## config.mk

```make
export PLATFORM = sky130hd
export DESIGN_NAME = dma_desc_wrap
export DESIGN_NICKNAME = d
export VERILOG_FILES = /design/src/verilog/dma_desc_pkg.sv /design/src/verilog/dma_desc_wrap.sv /design/src/verilog/dma_mem_arbiter.sv /design/src/verilog/dma_copy_backend.sv /design/src/verilog/dma_desc_fetch.sv /design/src/verilog/dma_desc_regs.sv
export VERILOG_INCLUDE_DIRS = /design/src /design/src/verilog
export SDC_FILE = /design/constraint.sdc
export NUM_CORES = 1
export LEC_CHECK = 0
export BUFFER_PORTS_ARGS = -buffer_cell sky130_fd_sc_hd__buf_4
export CAP_MARGIN = 10
export CORE_ASPECT_RATIO = 0.6
export CORE_UTILIZATION = 55
export CTS_CLUSTER_DIAMETER = 80
export DETAILED_ROUTE_END_ITERATION = 6
export PLACE_DENSITY = 0.79
export SLEW_MARGIN = 5
export SYNTH_ARGS = -nofsm -noshare
export SYNTH_HDL_FRONTEND = slang
export SYNTH_HIERARCHICAL = 1
export SYNTH_SLANG_ARGS = --single-unit
export TNS_END_PERCENT = 30
```

## constraint.sdc

```tcl
create_clock -name i_idma_backend -period 6.6 [get_ports i_idma_backend]
set_input_delay 1.32 -clock i_idma_backend [delete_from_list [all_inputs] [get_ports i_idma_backend]]
set_output_delay 1.32 -clock i_idma_backend [all_outputs]
set_load 0.05 [all_outputs]
```

## src/verilog/dma_desc_defs.svh

```systemverilog
/*
 * Widths for the descriptor DMA. Memory and register ports are word addressed.
 * Descriptor fields are taken from the low bits of each 32-bit word.
 */
`ifndef DMA_DESC_DEFS_SVH
`define DMA_DESC_DEFS_SVH

// Memory word address width
`define DMA_ADDR_W 16

// Memory and register data width
`define DMA_DATA_W 32

// Transfer length in words
`define DMA_LEN_W 16

// Register offset width, four registers
`define DMA_REG_ADDR_W 2

`endif
```

## src/verilog/dma_desc_pkg.sv

```systemverilog
/*
 * Types shared by the descriptor DMA blocks.
 * A descriptor is four words in memory: src, dst, len, next. A next of zero ends the chain.
 */
`include "dma_desc_defs.svh"

package dma_desc_pkg;

  typedef struct packed {
    logic [`DMA_ADDR_W-1:0] src;
    logic [`DMA_ADDR_W-1:0] dst;
    logic [`DMA_LEN_W-1:0]  len;
    logic [`DMA_ADDR_W-1:0] next;
  } dma_desc_t;

  typedef struct packed {
    logic                   req;
    logic                   we;
    logic [`DMA_ADDR_W-1:0] addr;
    logic [`DMA_DATA_W-1:0] wdata;
  } mem_req_t;

  typedef struct packed {
    logic                   gnt;
    logic                   rvalid; // One cycle after a granted read
    logic [`DMA_DATA_W-1:0] rdata;
  } mem_rsp_t;

  typedef struct packed {
    logic                       valid;
    logic                       write;
    logic [`DMA_REG_ADDR_W-1:0] addr;
    logic [`DMA_DATA_W-1:0]     wdata;
  } reg_req_t;

  typedef struct packed {
    logic [`DMA_DATA_W-1:0] rdata;
  } reg_rsp_t;

  typedef enum logic [`DMA_REG_ADDR_W-1:0] {
    REG_DESC_ADDR = 2'd0,
    REG_CTRL      = 2'd1, // Bit 0 is interrupt enable
    REG_STATUS    = 2'd2, // Bit 0 busy, bit 1 irq
    REG_DONE_CNT  = 2'd3
  } reg_addr_e;

  typedef enum logic [1:0] {
    FETCH_IDLE,
    FETCH_READ,
    FETCH_WAIT_BUF
  } fetch_state_e;

  typedef enum logic [1:0] {
    COPY_IDLE,
    COPY_READ,
    COPY_WRITE
  } copy_state_e;

endpackage

```

## src/verilog/dma_desc_wrap.sv

```systemverilog
/*
 * Descriptor DMA top level. One shared memory master port, one register port.
 * The memory must accept every request and answer reads after one cycle.
 */
`timescale 1ns/100ps
`include "dma_desc_defs.svh"

module dma_desc_wrap (
  input  logic                   i_idma_backend,
  input  logic                   rst_n_i,
  input  dma_desc_pkg::reg_req_t reg_req_i,
  output dma_desc_pkg::reg_rsp_t reg_rsp_o,
  output dma_desc_pkg::mem_req_t mem_req_o,
  input  dma_desc_pkg::mem_rsp_t mem_rsp_i,
  output logic                   irq_o
);
  import dma_desc_pkg::*;

  mem_req_t               fe_req;
  mem_rsp_t               fe_rsp;
  mem_req_t               be_req;
  mem_rsp_t               be_rsp;
  dma_desc_t              desc;
  logic                   desc_valid;
  logic                   desc_take;
  logic                   desc_done;
  logic                   chain_end;
  logic                   fetch_idle;
  logic                   start;
  logic [`DMA_ADDR_W-1:0] chain_addr;

  dma_desc_regs i_dma_desc_regs (
    .i_idma_backend ( i_idma_backend ),
    .rst_n_i        ( rst_n_i        ),
    .reg_req_i      ( reg_req_i      ),
    .reg_rsp_o      ( reg_rsp_o      ),
    .start_o        ( start          ),
    .chain_addr_o   ( chain_addr     ),
    .desc_done_i    ( desc_done      ),
    .chain_end_i    ( chain_end      ),
    .fetch_idle_i   ( fetch_idle     ),
    .irq_o          ( irq_o          )
  );

  dma_desc_fetch i_dma_desc_fetch (
    .i_idma_backend ( i_idma_backend ),
    .rst_n_i        ( rst_n_i        ),
    .start_i        ( start          ),
    .chain_addr_i   ( chain_addr     ),
    .mem_req_o      ( fe_req         ),
    .mem_rsp_i      ( fe_rsp         ),
    .desc_o         ( desc           ),
    .desc_valid_o   ( desc_valid     ),
    .desc_take_i    ( desc_take      ),
    .chain_end_o    ( chain_end      ),
    .fetch_idle_o   ( fetch_idle     )
  );

  dma_copy_backend i_dma_copy_backend (
    .i_idma_backend ( i_idma_backend ),
    .rst_n_i        ( rst_n_i        ),
    .desc_i         ( desc           ),
    .desc_valid_i   ( desc_valid     ),
    .desc_take_o    ( desc_take      ),
    .mem_req_o      ( be_req         ),
    .mem_rsp_i      ( be_rsp         ),
    .desc_done_o    ( desc_done      )
  );

  dma_mem_arbiter i_dma_mem_arbiter (
    .i_idma_backend ( i_idma_backend ),
    .rst_n_i        ( rst_n_i        ),
    .fe_req_i       ( fe_req         ),
    .fe_rsp_o       ( fe_rsp         ),
    .be_req_i       ( be_req         ),
    .be_rsp_o       ( be_rsp         ),
    .mem_req_o      ( mem_req_o      ),
    .mem_rsp_i      ( mem_rsp_i      )
  );

endmodule

```

## src/verilog/dma_mem_arbiter.sv

```systemverilog
/*
 * Fixed-priority arbiter for the memory port, backend first.
 * Assumes read data returns exactly one cycle after a granted read.
 */
`timescale 1ns/100ps

module dma_mem_arbiter (
  input  logic                   i_idma_backend,
  input  logic                   rst_n_i,
  input  dma_desc_pkg::mem_req_t fe_req_i,
  output dma_desc_pkg::mem_rsp_t fe_rsp_o,
  input  dma_desc_pkg::mem_req_t be_req_i,
  output dma_desc_pkg::mem_rsp_t be_rsp_o,
  output dma_desc_pkg::mem_req_t mem_req_o,
  input  dma_desc_pkg::mem_rsp_t mem_rsp_i
);

  logic rd_pend_q;
  logic rd_owner_be_q; // Owner of the read in flight

  assign mem_req_o = be_req_i.req ? be_req_i : fe_req_i;

  assign be_rsp_o.gnt = mem_rsp_i.gnt & be_req_i.req;
  assign fe_rsp_o.gnt = mem_rsp_i.gnt & fe_req_i.req & !be_req_i.req;

  assign be_rsp_o.rvalid = mem_rsp_i.rvalid & rd_pend_q & rd_owner_be_q;
  assign fe_rsp_o.rvalid = mem_rsp_i.rvalid & rd_pend_q & !rd_owner_be_q;
  assign be_rsp_o.rdata  = mem_rsp_i.rdata;
  assign fe_rsp_o.rdata  = mem_rsp_i.rdata;

  always_ff @(posedge i_idma_backend) begin
    if (!rst_n_i) begin
      rd_pend_q     <= 1'b0;
      rd_owner_be_q <= 1'b0;
    end else begin
      rd_pend_q <= mem_req_o.req & !mem_req_o.we & mem_rsp_i.gnt;
      if (mem_req_o.req && !mem_req_o.we && mem_rsp_i.gnt) begin
        rd_owner_be_q <= be_req_i.req;
      end
    end
  end

  // Read data goes back only to the master whose read was granted
  a_rvalid_one_owner: assert property (@(posedge i_idma_backend) disable iff (!rst_n_i)
    mem_rsp_i.rvalid |-> (be_rsp_o.rvalid == $past(be_rsp_o.gnt && !be_req_i.we)) &&
                         (fe_rsp_o.rvalid == $past(fe_rsp_o.gnt && !fe_req_i.we)));

  // Every memory response belongs to a read granted here
  a_rvalid_routed: assert property (@(posedge i_idma_backend) disable iff (!rst_n_i)
    mem_rsp_i.rvalid |-> fe_rsp_o.rvalid || be_rsp_o.rvalid);

endmodule

```

## src/verilog/dma_copy_backend.sv

```systemverilog
/*
 * Copy backend, one word at a time, read then write.
 * Zero-length descriptors complete without memory traffic.
 */
`timescale 1ns/100ps
`include "dma_desc_defs.svh"

module dma_copy_backend (
  input  logic                    i_idma_backend,
  input  logic                    rst_n_i,
  input  dma_desc_pkg::dma_desc_t desc_i,
  input  logic                    desc_valid_i,
  output logic                    desc_take_o,
  output dma_desc_pkg::mem_req_t  mem_req_o,
  input  dma_desc_pkg::mem_rsp_t  mem_rsp_i,
  output logic                    desc_done_o
);
  import dma_desc_pkg::*;

  copy_state_e            state_q;
  logic [`DMA_ADDR_W-1:0] src_q;
  logic [`DMA_ADDR_W-1:0] dst_q;
  logic [`DMA_LEN_W-1:0]  left_q;
  logic [`DMA_DATA_W-1:0] data_q;
  logic [`DMA_DATA_W-1:0] wdata;
  logic                   done_q;
  logic                   take;
  logic                   wr_gnt;

  assign take   = (state_q == COPY_IDLE) && desc_valid_i;
  assign wr_gnt = (state_q == COPY_WRITE) && mem_rsp_i.gnt;
  assign wdata  = mem_rsp_i.rvalid ? mem_rsp_i.rdata : data_q; // Forward fresh read data

  always_comb begin
    mem_req_o       = '0;
    mem_req_o.req   = (state_q != COPY_IDLE);
    mem_req_o.we    = (state_q == COPY_WRITE);
    mem_req_o.addr  = (state_q == COPY_WRITE) ? dst_q : src_q;
    mem_req_o.wdata = wdata;
  end

  always_ff @(posedge i_idma_backend) begin
    if (!rst_n_i) begin
      state_q <= COPY_IDLE;
      done_q  <= 1'b0;
    end else begin
      done_q <= 1'b0;
      case (state_q)
        COPY_IDLE: begin
          if (take) begin
            if (desc_i.len == '0) begin
              done_q <= 1'b1;
            end else begin
              state_q <= COPY_READ;
            end
          end
        end
        COPY_READ: begin
          if (mem_rsp_i.gnt) begin
            state_q <= COPY_WRITE;
          end
        end
        default: begin
          if (mem_rsp_i.gnt) begin
            if (left_q == 1) begin
              done_q  <= 1'b1;
              state_q <= COPY_IDLE;
            end else begin
              state_q <= COPY_READ;
            end
          end
        end
      endcase
    end
  end

  always_ff @(posedge i_idma_backend) begin
    if (take) begin
      src_q  <= desc_i.src;
      dst_q  <= desc_i.dst;
      left_q <= desc_i.len;
    end else if (wr_gnt) begin
      src_q  <= src_q + 1'b1;
      dst_q  <= dst_q + 1'b1;
      left_q <= left_q - 1'b1;
    end
    if (mem_rsp_i.rvalid) begin
      data_q <= mem_rsp_i.rdata;
    end
  end

  assign desc_take_o = take;
  assign desc_done_o = done_q;

  // A request only starts right after a descriptor has been taken
  a_no_req_idle: assert property (@(posedge i_idma_backend) disable iff (!rst_n_i)
    $rose(mem_req_o.req) |-> $past(desc_take_o));

  // Read data routed here only ever lands while the write is pending
  a_rdata_in_write: assert property (@(posedge i_idma_backend) disable iff (!rst_n_i)
    mem_rsp_i.rvalid |-> state_q == COPY_WRITE);

endmodule

```

## src/verilog/dma_desc_fetch.sv

```systemverilog
/*
 * Descriptor fetch frontend with a one-entry buffer toward the backend.
 * Reads four words per descriptor at consecutive addresses, then follows next.
 * start_i is only honoured while idle.
 */
`timescale 1ns/100ps
`include "dma_desc_defs.svh"

module dma_desc_fetch (
  input  logic                    i_idma_backend,
  input  logic                    rst_n_i,
  input  logic                    start_i,
  input  logic [`DMA_ADDR_W-1:0]  chain_addr_i,
  output dma_desc_pkg::mem_req_t  mem_req_o,
  input  dma_desc_pkg::mem_rsp_t  mem_rsp_i,
  output dma_desc_pkg::dma_desc_t desc_o,
  output logic                    desc_valid_o,
  input  logic                    desc_take_i,
  output logic                    chain_end_o,
  output logic                    fetch_idle_o
);
  import dma_desc_pkg::*;

  fetch_state_e           state_q;
  logic [2:0]             issue_cnt_q; // Reads granted, 0 to 4
  logic [1:0]             ret_cnt_q;   // Words returned
  logic [`DMA_ADDR_W-1:0] base_q;
  dma_desc_t              stage_q;
  dma_desc_t              fetched;
  dma_desc_t              desc_q;
  logic                   desc_valid_q;
  logic                   chain_end_q;
  logic                   last_word;
  logic                   desc_ready;
  logic                   buf_free;
  logic                   push;

  assign last_word  = (state_q == FETCH_READ) && mem_rsp_i.rvalid && (ret_cnt_q == 2'd3);
  assign desc_ready = last_word || (state_q == FETCH_WAIT_BUF);
  assign buf_free   = !desc_valid_q || desc_take_i;
  assign push       = desc_ready && buf_free;

  // Next pointer bypasses the staging register on the last word
  always_comb begin
    fetched = stage_q;
    if (last_word) begin
      fetched.next = mem_rsp_i.rdata[`DMA_ADDR_W-1:0];
    end
  end

  always_comb begin
    mem_req_o      = '0;
    mem_req_o.req  = (state_q == FETCH_READ) && !issue_cnt_q[2];
    mem_req_o.addr = base_q + {{(`DMA_ADDR_W-2){1'b0}}, issue_cnt_q[1:0]};
  end

  always_ff @(posedge i_idma_backend) begin
    if (!rst_n_i) begin
      state_q      <= FETCH_IDLE;
      issue_cnt_q  <= '0;
      ret_cnt_q    <= '0;
      desc_valid_q <= 1'b0;
      chain_end_q  <= 1'b0;
    end else begin
      if (desc_take_i) begin
        desc_valid_q <= 1'b0;
      end
      if (mem_req_o.req && mem_rsp_i.gnt) begin
        issue_cnt_q <= issue_cnt_q + 1'b1;
      end
      if (mem_rsp_i.rvalid) begin
        ret_cnt_q <= ret_cnt_q + 1'b1; // Wraps to zero after the fourth word
      end
      case (state_q)
        FETCH_IDLE: begin
          if (start_i) begin
            state_q     <= FETCH_READ;
            issue_cnt_q <= '0;
            ret_cnt_q   <= '0;
            chain_end_q <= 1'b0;
          end
        end
        FETCH_READ: begin
          if (last_word && !buf_free) begin
            state_q <= FETCH_WAIT_BUF;
          end
        end
        default: ;
      endcase
      if (push) begin
        desc_valid_q <= 1'b1;
        issue_cnt_q  <= '0;
        ret_cnt_q    <= '0;
        if (fetched.next == '0) begin
          chain_end_q <= 1'b1;
          state_q     <= FETCH_IDLE;
        end else begin
          state_q <= FETCH_READ;
        end
      end
    end
  end

  always_ff @(posedge i_idma_backend) begin
    if (state_q == FETCH_IDLE && start_i) begin
      base_q <= chain_addr_i;
    end else if (push && fetched.next != '0) begin
      base_q <= fetched.next;
    end
    if (mem_rsp_i.rvalid) begin
      case (ret_cnt_q)
        2'd0:    stage_q.src  <= mem_rsp_i.rdata[`DMA_ADDR_W-1:0];
        2'd1:    stage_q.dst  <= mem_rsp_i.rdata[`DMA_ADDR_W-1:0];
        2'd2:    stage_q.len  <= mem_rsp_i.rdata[`DMA_LEN_W-1:0];
        default: stage_q.next <= mem_rsp_i.rdata[`DMA_ADDR_W-1:0];
      endcase
    end
    if (push) begin
      desc_q <= fetched;
    end
  end

  assign desc_o       = desc_q;
  assign desc_valid_o = desc_valid_q;
  assign chain_end_o  = chain_end_q;
  assign fetch_idle_o = (state_q == FETCH_IDLE) && !desc_valid_q;

  // An offered descriptor stays put until the backend takes it
  a_desc_hold: assert property (@(posedge i_idma_backend) disable iff (!rst_n_i)
    desc_valid_o && !desc_take_i |=> desc_valid_o && $stable(desc_o));

endmodule

```

## src/verilog/dma_desc_regs.sv

```systemverilog
/*
 * Register block. A DESC_ADDR write while busy is dropped.
 * Any STATUS write clears irq. The done count only wraps, it is never cleared.
 */
`timescale 1ns/100ps
`include "dma_desc_defs.svh"

module dma_desc_regs (
  input  logic                   i_idma_backend,
  input  logic                   rst_n_i,
  input  dma_desc_pkg::reg_req_t reg_req_i,
  output dma_desc_pkg::reg_rsp_t reg_rsp_o,
  output logic                   start_o,
  output logic [`DMA_ADDR_W-1:0] chain_addr_o,
  input  logic                   desc_done_i,
  input  logic                   chain_end_i,
  input  logic                   fetch_idle_i,
  output logic                   irq_o
);
  import dma_desc_pkg::*;

  reg_addr_e              reg_addr;
  logic                   wr_en;
  logic                   chain_done;
  logic                   irq_en_q;
  logic                   busy_q;
  logic                   irq_q;
  logic                   start_q;
  logic [`DMA_ADDR_W-1:0] chain_addr_q;
  logic [`DMA_DATA_W-1:0] done_cnt_q;

  assign reg_addr   = reg_addr_e'(reg_req_i.addr);
  assign wr_en      = reg_req_i.valid & reg_req_i.write;
  assign chain_done = desc_done_i & chain_end_i & fetch_idle_i; // Last descriptor retired

  always_ff @(posedge i_idma_backend) begin
    if (!rst_n_i) begin
      irq_en_q     <= 1'b0;
      busy_q       <= 1'b0;
      irq_q        <= 1'b0;
      start_q      <= 1'b0;
      chain_addr_q <= '0;
      done_cnt_q   <= '0;
    end else begin
      start_q <= 1'b0;
      if (desc_done_i) begin
        done_cnt_q <= done_cnt_q + 1'b1;
      end
      if (wr_en && reg_addr == REG_CTRL) begin
        irq_en_q <= reg_req_i.wdata[0];
      end
      if (wr_en && reg_addr == REG_STATUS) begin
        irq_q <= 1'b0;
      end
      if (wr_en && reg_addr == REG_DESC_ADDR && !busy_q) begin
        chain_addr_q <= reg_req_i.wdata[`DMA_ADDR_W-1:0];
        start_q      <= 1'b1;
        busy_q       <= 1'b1;
      end
      if (chain_done && busy_q) begin
        busy_q <= 1'b0;
        if (irq_en_q) begin
          irq_q <= 1'b1; // Wins over a STATUS write in the same cycle
        end
      end
    end
  end

  always_comb begin
    reg_rsp_o.rdata = '0;
    case (reg_addr)
      REG_DESC_ADDR: reg_rsp_o.rdata[`DMA_ADDR_W-1:0] = chain_addr_q;
      REG_CTRL:      reg_rsp_o.rdata[0] = irq_en_q;
      REG_STATUS:    reg_rsp_o.rdata[1:0] = {irq_q, busy_q};
      default:       reg_rsp_o.rdata = done_cnt_q;
    endcase
  end

  assign start_o      = start_q;
  assign chain_addr_o = chain_addr_q;
  assign irq_o        = irq_q;

endmodule

```

==> flow_summary_export.csv <==
group,metric,value,unit
setup_path,cpMaxStageDelayCell,"nor2_1",
setup_path,cp.required,5280,ps
floorplan,core,23600,um^2
yosys,avgSynthCellArea,11.3,um^2
timing,tns,0,ps
timing,final_max_slew_viol_count,0,
global_routing,grt.total_usage,0.247,
cells_and_area,nets,1338,
global_routing,grt_pass1_vias,8457,
routing,vias,9178,
placement,dp_hpwl,21600,um
yosys,synth_warnings,6,
yosys,syn_area,13500,um^2
timing,finalCritPeriodShare,0.635,
setup_path,worst_r2r_path_depth,7,
cells_and_area,fillers,1815,
timing,max_slew_margin,0.256,
routing,drc,0,
setup_path,startpoint_type,"input port",
clocking,root_buffer,"clkbuf_16",
routing,vias_per_cell,5.78,
cells_and_area,syn_to_final_growth,11.6,%
floorplan,die_h,123,um
clocking,ctsHoldBuffers,0,
timing,tightest_slew,1110,ps
timing,max_freq,239,MHz
routing,first_iter_violations,971,
routing,ant_nets,0,
cells_and_area,post-route-util,0.638,
clocking,cts_tree,"yes",
min_path,hp-class,"register to register",
run_status,status,"finished clean",
floorplan,die_w,204,um
timing,post-route-min-period,4190,ps
setup_path,crit_path_frequent_cell,"buf_4",
power_and_ir_drop,pwr_density_cell,237,nW/um^2
power_and_ir_drop,leakage,5.66,nW
setup_path,crit_path_max_incr_delay,860,ps
setup_path,worst-r2r-setup-slack,3370,ps
min_path,hold_end,"i_dma_desc_fetch/desc_o[40]",
setup_path,cp-end-kind,"primary output",
setup_path,r2r-end,"i_dma_desc_fetch/issue_cnt_q[2]",
timing,finalHoldViolCount,0,
cells_and_area,n_antenna_cell,0,
min_path,hold_depth,0,
timing,worst_slack,2410,ps
timing,setup_viol,0,
setup_path,crit_type,"input port to primary output",
global_routing,antenna_found_initial,3,
setup_path,crit_family,"simple AND/OR/NAND/NOR gates",
clocking,cts_sinks,274,
setup_path,crit_path_cell_trace,"buf_4 > nor2_1 > a22o_1 > buf_4",
clocking,cts_resized,0,
placement,placed_area,14100,um^2
routing,firstDrtPassIters,5,
cells_and_area,multi_input_area,5310,um^2
flow_run,drv_cap,0,
clocking,clk_pin_slew,70,ps
setup_path,path_max_fanout,22,
floorplan,start_util,0.571,
setup_path,crit_buf_inv,2,
routing,wl,31400,um
floorplan,io_pins,155,
placement,numPortBuffers,138,
global_routing,grt_max_degree,74,
clocking,cts.repair_timing.setup_buffer_count,0,
global_routing,grt_pass1_wl,47400,um
timing,rsz0062_at_grt,"no",
power_and_ir_drop,peakVddDrop,179,uV
floorplan,rows,43,
cells_and_area,regArea,7250,um^2
routing,drt-wirelength-per-cell,19.8,um
clocking,clk_latency,530,ps
yosys,synthCells,1189,
placement,place_ws,2270,ps
clocking,htree_levels,1,
cells_and_area,design_area,15000,um^2
global_routing,grt.overflow.total,0,
timing,finClkSkew,24.4,ps
setup_path,r2r_start,"i_dma_mem_arbiter/rd_pend_q",
clocking,clock_path_buffers,3,
clocking,numCtsBuffers,25,
placement,gp_congestion,0.925,
floorplan,die_area,25100,um^2
cells_and_area,drive_gt1_frac,0.248,
setup_path,worstPathArrival,2870,ps
min_path,hp-start,"i_dma_desc_fetch/fetched[40]",
==> worst max path at each step <==
| stage | startpoint | to | slack, ps | cells after the start |
|---|---|---|---|---|
| 4_1_cts | reg_req_i[33] | reg_rsp_o[5] | 2440 | 4 |
| 3_5_place_dp | mem_rsp_i[32] | i_dma_desc_fetch/issue_cnt_q[1] | 2270 | 8 |
| 3_3_place_gp | mem_rsp_i[32] | i_dma_desc_fetch/issue_cnt_q[1] | 2390 | 8 |
| 5_1_grt | reg_req_i[33] | reg_rsp_o[8] | 2300 | 4 |
| 2_1_floorplan | mem_rsp_i[33] | i_dma_copy_backend/dst_q[0] | 1130 | 3 |
| 6_report | reg_req_i[33] | reg_rsp_o[5] | 2410 | 4 |
==> registers in the layout, summed over array words and instances, names as in the netlist, 2 cells and up <==
signal / count
i_dma_desc_fetch/base_q: 16
i_dma_desc_fetch/ret_cnt_q: 2
i_dma_desc_regs/done_cnt_q: 32
i_dma_copy_backend/src_q: 16
i_dma_desc_fetch/desc_o: 48
i_dma_desc_fetch/issue_cnt_q: 3
i_dma_copy_backend/data_q: 32
i_dma_copy_backend/dst_q: 16
i_dma_copy_backend/left_q: 16
i_dma_desc_fetch/stage_q: 16
i_dma_copy_backend/state_q: 2
i_dma_desc_fetch/state_q: 2
i_dma_desc_regs/chain_addr_o: 16
i_dma_desc_fetch/fetched: 48
==> routing by layer <==
layer | global-route usage | wire [um] | vias up
met5 | 0 | 0 | -
met1 | 0.382 | 14600 | 4439
li1 | - | - | 4302
met3 | 0.0488 | 2840 | 48
met2 | 0.355 | 13400 | 389
met4 | 0.0546 | 554 | 0
==> worst reg2reg max path, delay by kind of cell, from the launching register on <==
family / cells / cell delay (ps)
DFF: 1 / 320
AOI/OAI and AO/OA: 1 / 850
buffers and inverters: 1 / 500
and+or+nand+nor: 5 / 1490
==> power by group <==
group | leakage [nW] | internal [mW] | switching (mW) | total, mW
clock network | 0.449 | 0.949 | 0.637 | 1.59
logic | 2.84 | 0.0587 | 0.107 | 0.165
registers | 2.37 | 1.81 | 0.00429 | 1.82
==> layout by cell type, fill, tap and decap left out, types with 15 or more instances in the layout <==
master	instances
o21ai_0	50
conb_1	33
nand4_1	28
nor2_1	97
edfxtp_1	176
nand3_1	33
mux2_4	56
clkbuf_16	27
buf_4	145
dfxtp_1	98
a21oi_1	37
nand2_1	151
xnor2_1	34
o31ai_1	16
xor2_1	24
and3_1	23
nor4_1	19
inv_1	15
mux2_2	42
==> metrics by stage <==
stage	instances	total power [mW]	hold WS, ps
2_1_floorplan	1221	1.98	400
3_3_place_gp	1541	2.02	401
5_1_grt	1587	3.67	425
6_report	1587	3.57	416
4_1_cts	1587	3.59	416
3_5_place_dp	1541	2.02	405
==> layout make-up <==
| class | instances | share of cell area |
|---|---|---|
| Clock buffer | 33 | 0.0491 |
| Multi-Input combinational cell | 788 | 0.353 |
| Sequential cell | 274 | 0.482 |
| Tap cell | 315 | 0.0262 |
| Clock inverter | 13 | 0.0121 |
| Timing Repair Buffer | 145 | 0.0724 |
| Inverter | 19 | 0.00474 |
No activity file was read; power rests on OpenSTA's default activity.
